**config.mk**
```make
export PLATFORM = sky130hd
export DESIGN_NAME = qspi_manager
export DESIGN_NICKNAME = d
export VERILOG_FILES = /design/src/source/qspi_cmd_pkg.sv /design/src/source/qspi_wire_pkg.sv /design/src/source/qspi_command_sequencer.sv /design/src/source/qspi_frame_engine.sv /design/src/source/qspi_manager.sv
export SDC_FILE = /design/constraint.sdc
export NUM_CORES = 1
export LEC_CHECK = 0
export ABC_CLOCK_PERIOD_IN_PS = 6520
export BUFFER_PORTS_ARGS = -buffer_cell sky130_fd_sc_hd__buf_2
export CAP_MARGIN = 10
export CORE_UTILIZATION = 40
export CTS_BUF_LIST = sky130_fd_sc_hd__clkbuf_4
export DETAILED_ROUTE_END_ITERATION = 7
export SETUP_SLACK_MARGIN = 0.05
export SKIP_LAST_GASP = 1
export SLEW_MARGIN = 25
export SYNTH_ARGS = -nofsm -noshare
export SYNTH_HDL_FRONTEND = slang
export SYNTH_SLANG_ARGS = --single-unit
```
**constraint.sdc**
```tcl
create_clock -name clk -period 6.52 [get_ports clk]
set_input_delay 0.652 -clock clk [delete_from_list [all_inputs] [get_ports clk]]
set_output_delay 0.652 -clock clk [all_outputs]
set_load 0.01 [all_outputs]
```
**src/source/qspi_cmd_pkg.sv**
```systemverilog
// Client-side command codes and the request and response structs
package qspi_cmd_pkg;

    // Commands the manager carries out
    typedef enum logic [1:0] {
        wr_hreg = 2'd0,
        rd_hreg = 2'd1,
        wr_breg = 2'd2,
        rd_breg = 2'd3
    } qspi_cmd_t;

    // Number of banks on the GenX part, one bankmap bit each
    localparam int BANK_COUNT = 4;

    // Request from the client
    // start is a one-cycle strobe and the other fields are sampled with it
    typedef struct packed {
        logic                  start;
        qspi_cmd_t             cmd;
        logic [BANK_COUNT-1:0] bankmap;
        logic [31:0]           addr;
        logic [31:0]           wdata;
    } qspi_req_t;

    // Response to the client
    // idle high means a new start is accepted, rdata holds the last read
    typedef struct packed {
        logic        idle;
        logic [31:0] rdata;
    } qspi_rsp_t;

endpackage

```
**src/source/qspi_wire_pkg.sv**
```systemverilog
// Wire-level QSPI definitions for the GenX receiver: chip selects, frame type,
// opcodes, phase lengths and the opcode and byte-order helpers
package qspi_wire_pkg;

    // Which of the two chip-select pins a frame drives
    typedef enum logic {
        cs_host = 1'b0,
        cs_bank = 1'b1
    } cs_sel_t;

    // One frame as handed from the sequencer to the engine
    typedef struct packed {
        cs_sel_t     target;
        logic        is_read;
        logic [31:0] address;
        logic [31:0] wdata;
    } qspi_frame_t;

    // Single-word opcodes understood by the GenX QSPI receiver
    localparam logic [7:0] OPCODE_READ_SINGLE  = 8'hE8;
    localparam logic [7:0] OPCODE_WRITE_SINGLE = 8'hE9;

    // Host register that enables banks for bank accesses
    localparam logic [31:0] BANK_EN_REG = 32'h28;

    // Chip-select setup and hold time in ns
    localparam int CS_DELAY_NS = 60;

    // Phase lengths in nybbles; turnaround only exists in read frames
    localparam int OPCODE_NYBBLES = 8;
    localparam int ADDR_NYBBLES   = 8;
    localparam int DATA_NYBBLES   = 8;
    localparam int TAT_NYBBLES    = 16;

    // Each opcode bit lands in bit 0 of its own nybble, bit 7 in the top nybble
    function automatic logic [31:0] spread_opcode(input logic [7:0] opcode);
        logic [31:0] result;
        result = '0;
        for (int i = 0; i < 8; i++) begin
            result[4*i] = opcode[i];
        end
        return result;
    endfunction

    // Byte reversal, used for the little-endian address and data on the wire
    function automatic logic [31:0] swap_bytes(input logic [31:0] value);
        return {value[7:0], value[15:8], value[23:16], value[31:24]};
    endfunction

endpackage
```
**src/source/qspi_command_sequencer.sv**
```systemverilog
// Command sequencer: turns a client command into a bank-select frame and a
// command frame, and returns read data
`timescale 1ns/1ns

module qspi_command_sequencer (
    input  logic                       clk,
    input  logic                       resetn,
    input  qspi_cmd_pkg::qspi_req_t    req,
    output qspi_cmd_pkg::qspi_rsp_t    rsp,
    output qspi_wire_pkg::qspi_frame_t frame,
    output logic                       frame_start,
    input  logic                       frame_idle,
    input  logic [31:0]                read_word
);

    import qspi_wire_pkg::*;
    import qspi_cmd_pkg::*;

    typedef enum logic [1:0] {
        seq_idle,
        seq_bank_select,
        seq_issue,
        seq_wait_end
    } seq_state_t;

    seq_state_t state;

    // Request fields latched with start
    qspi_cmd_t             cmd_q;
    logic [BANK_COUNT-1:0] bankmap_q;
    logic [31:0]           addr_q;
    logic [31:0]           wdata_q;

    logic [31:0] rdata_q;

    // Decoded command properties
    logic cmd_is_bank;
    logic cmd_is_read;

    always_comb begin
        cmd_is_bank = (cmd_q == wr_breg) || (cmd_q == rd_breg);
        cmd_is_read = (cmd_q == rd_hreg) || (cmd_q == rd_breg);
    end

    // Idle drops in the same cycle as start, so a second strobe is never taken
    always_comb begin
        rsp.idle  = (state == seq_idle) && !req.start;
        rsp.rdata = rdata_q;
    end

    // ============================================================
    // Command state machine
    // ============================================================

    always_ff @(posedge clk) begin
        if (!resetn) begin
            state       <= seq_idle;
            frame_start <= 1'b0;
            rdata_q     <= '0;
        end else begin
            // One-cycle strobe to the engine
            frame_start <= 1'b0;

            case (state)
                seq_idle: begin
                    if (req.start) begin
                        cmd_q     <= req.cmd;
                        bankmap_q <= req.bankmap;
                        addr_q    <= req.addr;
                        wdata_q   <= req.wdata;
                        if ((req.cmd == wr_breg) || (req.cmd == rd_breg)) begin
                            state <= seq_bank_select;
                        end else begin
                            state <= seq_issue;
                        end
                    end
                end

                // Write the bank map into the bank-enable host register
                // The engine byte-swaps the word on the wire
                seq_bank_select: begin
                    if (frame_idle) begin
                        frame <= '{target:  cs_host,
                                   is_read: 1'b0,
                                   address: BANK_EN_REG,
                                   wdata:   {{(32-BANK_COUNT){1'b0}}, bankmap_q}};
                        frame_start <= 1'b1;
                        state       <= seq_issue;
                    end
                end

                // The command frame itself, waiting out a bank-select frame first
                seq_issue: begin
                    if (frame_idle) begin
                        frame <= '{target:  cmd_is_bank ? cs_bank : cs_host,
                                   is_read: cmd_is_read,
                                   address: addr_q,
                                   wdata:   wdata_q};
                        frame_start <= 1'b1;
                        state       <= seq_wait_end;
                    end
                end

                // Engine back in idle means the frame and its hold time are done
                seq_wait_end: begin
                    if (frame_idle) begin
                        if (cmd_is_read) begin
                            rdata_q <= read_word;
                        end
                        state <= seq_idle;
                    end
                end

                default: state <= seq_idle;
            endcase
        end
    end

endmodule

```
**src/source/qspi_frame_engine.sv**
```systemverilog
// QSPI frame engine: one frame from chip-select assertion to release,
// with sck timing, mosi shifting and miso capture
`timescale 1ns/1ns

module qspi_frame_engine #(
    parameter int clk_freq_hz = 100_000_000,
    parameter int sck_freq_hz = 50_000_000
) (
    input  logic                      clk,
    input  logic                      resetn,
    input  qspi_wire_pkg::qspi_frame_t frame,
    input  logic                      frame_start,
    output logic                      frame_idle,
    output logic [31:0]               read_word,
    output logic                      sck,
    output logic [3:0]                mosi,
    input  logic [3:0]                miso,
    output logic                      host_csn,
    output logic                      bank_csn
);

    import qspi_wire_pkg::*;

    // ============================================================
    // Derived timing
    // ============================================================

    localparam int NS_PER_CLK = 1_000_000_000 / clk_freq_hz;

    // Chip-select delay, rounded up so the setup and hold time is always met
    localparam int CS_DELAY_CLKS = (CS_DELAY_NS + NS_PER_CLK - 1) / NS_PER_CLK;

    // Clocks per sck period, rounded up and then made even
    // This keeps sck at or below the requested rate
    localparam int CLK_PER_SCK      = (clk_freq_hz + sck_freq_hz - 1) / sck_freq_hz;
    localparam int EVEN_CLK_PER_SCK = CLK_PER_SCK + (CLK_PER_SCK % 2);

    // Each half period lasts HALF_DELAY plus one clock
    localparam int HALF_DELAY = (EVEN_CLK_PER_SCK > 2) ? (EVEN_CLK_PER_SCK / 2) - 1 : 0;

    localparam int TIMER_MAX = (CS_DELAY_CLKS > HALF_DELAY) ? CS_DELAY_CLKS : HALF_DELAY;
    localparam int TIMER_W   = (TIMER_MAX > 0) ? $clog2(TIMER_MAX + 1) : 1;

    // Frame lengths in nybbles
    localparam int WRITE_NYBBLES = OPCODE_NYBBLES + ADDR_NYBBLES + DATA_NYBBLES;
    localparam int READ_NYBBLES  = WRITE_NYBBLES + TAT_NYBBLES;
    localparam int COUNT_W       = $clog2(READ_NYBBLES + 1);

    // Opcode, address and one data word
    localparam int SHIFT_W = 4 * WRITE_NYBBLES;

    // ============================================================
    // State and datapath registers
    // ============================================================

    typedef enum logic [2:0] {
        st_idle,
        st_assert_cs,
        st_falling_sck,
        st_rising_sck,
        st_release_cs,
        st_wait_complete
    } engine_state_t;

    engine_state_t      state;
    logic [TIMER_W-1:0] timer;
    logic [COUNT_W-1:0] nybble_count;
    logic [COUNT_W-1:0] nybble_total;
    logic [SHIFT_W-1:0] shift_word;
    logic [31:0]        miso_shift;

    // A start in this cycle already counts as busy
    assign frame_idle = (state == st_idle) && !frame_start;

    // Read data arrives little-endian, most significant nybble first
    assign read_word = swap_bytes(miso_shift);

    // ============================================================
    // Frame state machine
    // ============================================================

    always_ff @(posedge clk) begin
        if (!resetn) begin
            state    <= st_idle;
            timer    <= '0;
            sck      <= 1'b0;
            mosi     <= 4'h0;
            host_csn <= 1'b1;
            bank_csn <= 1'b1;
        end else begin
            // Shared countdown; states below reload it where needed
            if (timer != '0) begin
                timer <= timer - 1'b1;
            end

            case (state)
                st_idle: begin
                    if (frame_start) begin
                        // Only the addressed chip select drops
                        host_csn     <= (frame.target != cs_host);
                        bank_csn     <= (frame.target != cs_bank);
                        sck          <= 1'b0;
                        timer        <= TIMER_W'(CS_DELAY_CLKS);
                        nybble_count <= '0;
                        // The data slot stays zero for reads, which covers the
                        // turnaround and read data phases once it shifts out
                        if (frame.is_read) begin
                            nybble_total <= COUNT_W'(READ_NYBBLES);
                            shift_word   <= {spread_opcode(OPCODE_READ_SINGLE),
                                             swap_bytes(frame.address), 32'h0};
                        end else begin
                            nybble_total <= COUNT_W'(WRITE_NYBBLES);
                            shift_word   <= {spread_opcode(OPCODE_WRITE_SINGLE),
                                             swap_bytes(frame.address),
                                             swap_bytes(frame.wdata)};
                        end
                        state <= st_assert_cs;
                    end
                end

                // Chip-select setup time
                st_assert_cs: begin
                    if (timer == '0) begin
                        state <= st_falling_sck;
                    end
                end

                // sck low and the next nybble out on mosi
                st_falling_sck: begin
                    if (timer == '0) begin
                        sck        <= 1'b0;
                        mosi       <= shift_word[SHIFT_W-1 -: 4];
                        shift_word <= shift_word << 4;
                        if (nybble_count < nybble_total) begin
                            timer <= TIMER_W'(HALF_DELAY);
                            state <= st_rising_sck;
                        end else begin
                            state <= st_release_cs;
                        end
                    end
                end

                // sck high; the receiver takes mosi and we take miso on this edge
                st_rising_sck: begin
                    if (timer == '0) begin
                        sck          <= 1'b1;
                        miso_shift   <= {miso_shift[27:0], miso};
                        nybble_count <= nybble_count + 1'b1;
                        timer        <= TIMER_W'(HALF_DELAY);
                        state        <= st_falling_sck;
                    end
                end

                st_release_cs: begin
                    host_csn <= 1'b1;
                    bank_csn <= 1'b1;
                    mosi     <= 4'h0;
                    timer    <= TIMER_W'(CS_DELAY_CLKS);
                    state    <= st_wait_complete;
                end

                // Chip-select hold time before the next frame may start
                st_wait_complete: begin
                    if (timer == '0) begin
                        state <= st_idle;
                    end
                end

                default: state <= st_idle;
            endcase
        end
    end

endmodule

```
**src/source/qspi_manager.sv**
```systemverilog
// QSPI manager top level: command sequencer feeding the frame engine
`timescale 1ns/1ns

module qspi_manager #(
    parameter int clk_freq_hz = 100_000_000,
    parameter int sck_freq_hz = 50_000_000
) (
    input  logic                    clk,
    input  logic                    resetn,
    input  qspi_cmd_pkg::qspi_req_t req,
    output qspi_cmd_pkg::qspi_rsp_t rsp,
    output logic [3:0]              mosi,
    input  logic [3:0]              miso,
    output logic                    sck,
    output logic                    host_csn,
    output logic                    bank_csn
);

    import qspi_wire_pkg::*;

    // Sequencer to engine
    qspi_frame_t frame;
    logic        frame_start;
    logic        frame_idle;
    logic [31:0] read_word;

    qspi_command_sequencer qspi_command_sequencer_i (
        .clk         (clk),
        .resetn      (resetn),
        .req         (req),
        .rsp         (rsp),
        .frame       (frame),
        .frame_start (frame_start),
        .frame_idle  (frame_idle),
        .read_word   (read_word)
    );

    // Only the engine needs the clock rates
    qspi_frame_engine #(
        .clk_freq_hz (clk_freq_hz),
        .sck_freq_hz (sck_freq_hz)
    ) qspi_frame_engine_i (
        .clk         (clk),
        .resetn      (resetn),
        .frame       (frame),
        .frame_start (frame_start),
        .frame_idle  (frame_idle),
        .read_word   (read_word),
        .sck         (sck),
        .mosi        (mosi),
        .miso        (miso),
        .host_csn    (host_csn),
        .bank_csn    (bank_csn)
    );

endmodule

```
==> qor.tcl <==
set qor(cts_repair_resize_count) 0
set qor(r2r_cells) 7
set qor(final_ws_setup_ps) 3540
set qor(power.share.sequential) 0.537
set qor(buffer_ports.inserted) 116
set qor(detailed_place_hpwl_mm) 11.4
set qor(rsz0062_at_grt) {no}
set qor(total_power_mw) 5.40
set qor(pwr-share-clk) 0.307
set qor(slew_headroom) 0.360
set qor(first_global_vias) 6539
set qor(drt_pass1_iterations) 5
set qor(worst_setup_path_startpoint) {qspi_frame_engine_i.timer[0]$_SDFF_PN0_}
set qor(finalInstanceArea_um2) 13900
set qor(maxSlewViolCount) 0
set qor(instances_no_fill) 1407
set qor(r2r_end) {qspi_frame_engine_i.shift_word[20]$_DFFE_PP_}
set qor(clk_pin_slew_ps) 60
set qor(synth_edf_count) 272
set qor(crit_path_end_kind) {flip-flop}
set qor(synth_area_um2) 11900
set qor(holdBufCountCts) 0
set qor(fin_skew_ps) 36.8
set qor(finalWirelength_mm) 19.9
set qor(synthDistinctLibCells) 49
set qor(ys.flop_type) {edfxtp_1}
set qor(hold_viol_final) 0
set qor(core_area_um2) 29000
set qor(hold_class) {input port to flip-flop}
set qor(routedWlPerCell_um) 14.1
set qor(synth_compound_area_frac) 0.0442
set qor(yosys_warnings) 0
set qor(share_of_synthesized_area_occupied_by_flip_flops_and_latches) 0.766
set qor(clock_buffer_count_from_cts) 82
set qor(final.period_utilization) 0.457
set qor(powerDensity_nw_per_um2) 389
set qor(synthToLayoutAreaGrowth_pct) 16.4
set qor(dominant_combinational_cell_family_by_area_after_synthesis) {simple AND/OR/NAND/NOR gates}
set qor(drc_errors_left) 0
set qor(dp_cells) 1262
set qor(worst_skew_late_latency_ps) 690
set qor(netSwitchingFraction) 0.269
set qor(first_iter_violations) 386
set qor(irDropWorstVdd_mv) 0.173
set qor(post_route_cells_drive_above_1_share) 0.295
set qor(synth_top_cell_by_area) {edfxtp_1}
set qor(startpoint_class) {flip-flop}
set qor(crit_fanout) 63
set qor(placement_rows) 62
set qor(clock-root-buffer) {clkbuf_4}
set qor(place_worst_setup_slack_ps) 3490
set qor(die_w_um) 175
set qor(asyncSetResetFlopFracSynth) 0
set qor(clock_path_buffers) 3
set qor(yosys-top-cells-count) {edfxtp_1, nand2_1, and2_1, dfxtp_1, a21oi_1}
set qor(initial_utilization) 0.411
set qor(postLayoutCoreUtil) 0.479
set qor(synth.avg_cell_area_um2) 15.0
set qor(synth_mux_area_frac) 0.0358
set qor(cts_max_level) 3
set qor(synth_simple_gate_area_share) 0.119
set qor(post_route_ant_nets) 0
set qor(grt_first_pass_wirelength_mm) 32.0
set qor(reg2reg_setup_slack_ps) 3540
set qor(synthXorXnorAreaFrac) 0.00294
set qor(cell_internal_pwr_mw) 3.95
set qor(cap_viol_max_count) 0
set qor(ys_seq_elements) 320
set qor(numClockSinks) 320
set qor(synth_top_area_share) 0.685
set qor(dr_total_vias) 6444
set qor(layout.nets) 1050
set qor(via_per_inst) 4.58
set qor(total_leakage_power_nw) 4.98
set qor(grt_use_total) 0.133
set qor(synthCells) 797
set qor(setup.worst_path.class) {flip-flop to flip-flop}
set qor(synth-adder-area-share) 0.0115
set qor(critical_path_required_ps) 6820
set qor(fill_cells) 2605
set qor(outcome) {complete, no violations}
set qor(clock.fmax_ghz) 0.336
set qor(r2r_start) {qspi_frame_engine_i.timer[0]$_SDFF_PN0_}
set qor(num_io_pins) 117
set qor(setup_violating_endpoint_count_in_the_final_report) 0
set qor(die-height_um) 175
set qor(worst-slew-pin-transition_ps) 960
set qor(setup-tns-final_ps) 0
set qor(routability_congestion) 0.777
set qor(post_dp_cell_area_um2) 12800
set qor(gr-total-overflow) 0
set qor(post_cts.repair.setup_buffers) 0
set qor(clock_tree_from_tritoncts) {done}
set qor(final.hold.worst_slack_ps) 135
set qor(post-route-min-period_ps) 2980
set qor(maximum_number_of_pins_on_one_net_before_global_route_repair) 108
set qor(net-switching-power_mw) 1.45
set qor(antenna_found_initial) 1
set qor(combinational_cell_fraction_of_total_power) 0.155
set qor(crit_end) {qspi_frame_engine_i.shift_word[20]$_DFFE_PP_}
set qor(cp.arrival_ps) 3280
set qor(area_contributors_post_synth) {edfxtp_1, dfxtp_1, and2_1}
set qor(postSynthNetCount) 885
set qor(dieArea_um2) 30500
set qor(yosys.cell_count.top_type) {edfxtp_1}
## layout by cell type, fill, tap and decap left out, types with 4 or more instances in the layout
master	instances
nand2b_1	9
clkbuf_4	119
nor2b_1	4
buf_4	4
dfxtp_1	48
ha_1	10
a21oi_2	4
nor2_1	16
nand2_1	136
a21oi_1	38
o21ai_0	29
clkinv_1	16
inv_1	11
edfxtp_1	272
mux2_2	37
nand3_1	9
buf_2	116
and2_1	91
## area by class of cell
cell class | instances | area [um2] | area share
inverters | 11 | 41.3 | 0.00297
clock buffers | 119 | 893 | 0.0643
well taps | 384 | 480 | 0.0346
repair buffers | 121 | 622 | 0.0448
multi-input cells | 426 | 2580 | 0.186
flip-flops and latches | 320 | 9130 | 0.657
clock inverters | 25 | 136 | 0.00982
diodes | 1 | 2.50 | 0.000180
## how the worst min path moves through the flow
stage / slack [ps] / cells after the start / end / from
final: 130 / 1 / qspi_command_sequencer_i.bankmap_q[3]$_DFFE_PP_ / req[67]
after CTS: 40 / 1 / qspi_command_sequencer_i.wdata_q[1]$_DFFE_PP_ / req[1]
after global routing: 40 / 1 / qspi_command_sequencer_i.bankmap_q[3]$_DFFE_PP_ / req[67]
after floorplan: 430 / 0 / qspi_frame_engine_i.miso_shift[10]$_DFFE_PP_ / qspi_frame_engine_i.miso_shift[6]$_DFFE_PP_
after detailed placement: 430 / 0 / qspi_frame_engine_i.miso_shift[28]$_DFFE_PP_ / qspi_frame_engine_i.miso_shift[24]$_DFFE_PP_
after global placement: 430 / 0 / qspi_frame_engine_i.miso_shift[19]$_DFFE_PP_ / qspi_frame_engine_i.miso_shift[15]$_DFFE_PP_
## cell families after synthesis
logic type / count (synthesis)
adder cells (fa/ha/maj): 11
AO/OA/AOI/OAI: 89
XOR/XNOR: 4
buffers and inverters: 51
AND/OR/NAND/NOR: 284
flip-flops: 320
multiplexers: 38
## worst max-delay path, stage by stage, from the launching register on
cell	delay [ps]
dfxtp_1	310
inv_1	90
ha_1	170
and2b_1	390
inv_1	210
a21oi_1	180
and3_4	500
buf_4	720
## routing by layer
layer / vias to the layer above / track usage / wire, um
met5: - / 0 / 0
met1: 3021 / 0.169 / 9060
met3: 31 / 0.0403 / 1130
met4: 0 / 0.0656 / 306
li1: 3230 / - / -
met2: 162 / 0.206 / 9350
## power by group through the flow
stage | logic (mW) | clock network (mW) | registers, mW
5_1_grt | 0.953 | 1.83 | 2.94
3_5_place_dp | 0.857 | 0 | 2.95
4_1_cts | 0.859 | 1.73 | 2.91
3_3_place_gp | 0.833 | 0 | 2.94
6_report | 0.839 | 1.66 | 2.90
2_1_floorplan | 0.642 | 0 | 2.92
## registers in the layout, summed over array words and instances (netlist names), 2 cells and up
register,cells
qspi_command_sequencer_i.bankmap_q,4
qspi_command_sequencer_i.frame,66
qspi_command_sequencer_i.wdata_q,32
qspi_command_sequencer_i.rdata_q,32
qspi_command_sequencer_i.cmd_q,2
qspi_frame_engine_i.nybble_total,2
qspi_command_sequencer_i.state,2
qspi_frame_engine_i.timer,3
qspi_frame_engine_i.nybble_count,6
qspi_command_sequencer_i.addr_q,32
qspi_frame_engine_i.state,3
qspi_frame_engine_i.mosi,4
qspi_frame_engine_i.miso_shift,32
qspi_frame_engine_i.shift_word,96
Power figures use the tool's default switching activity.
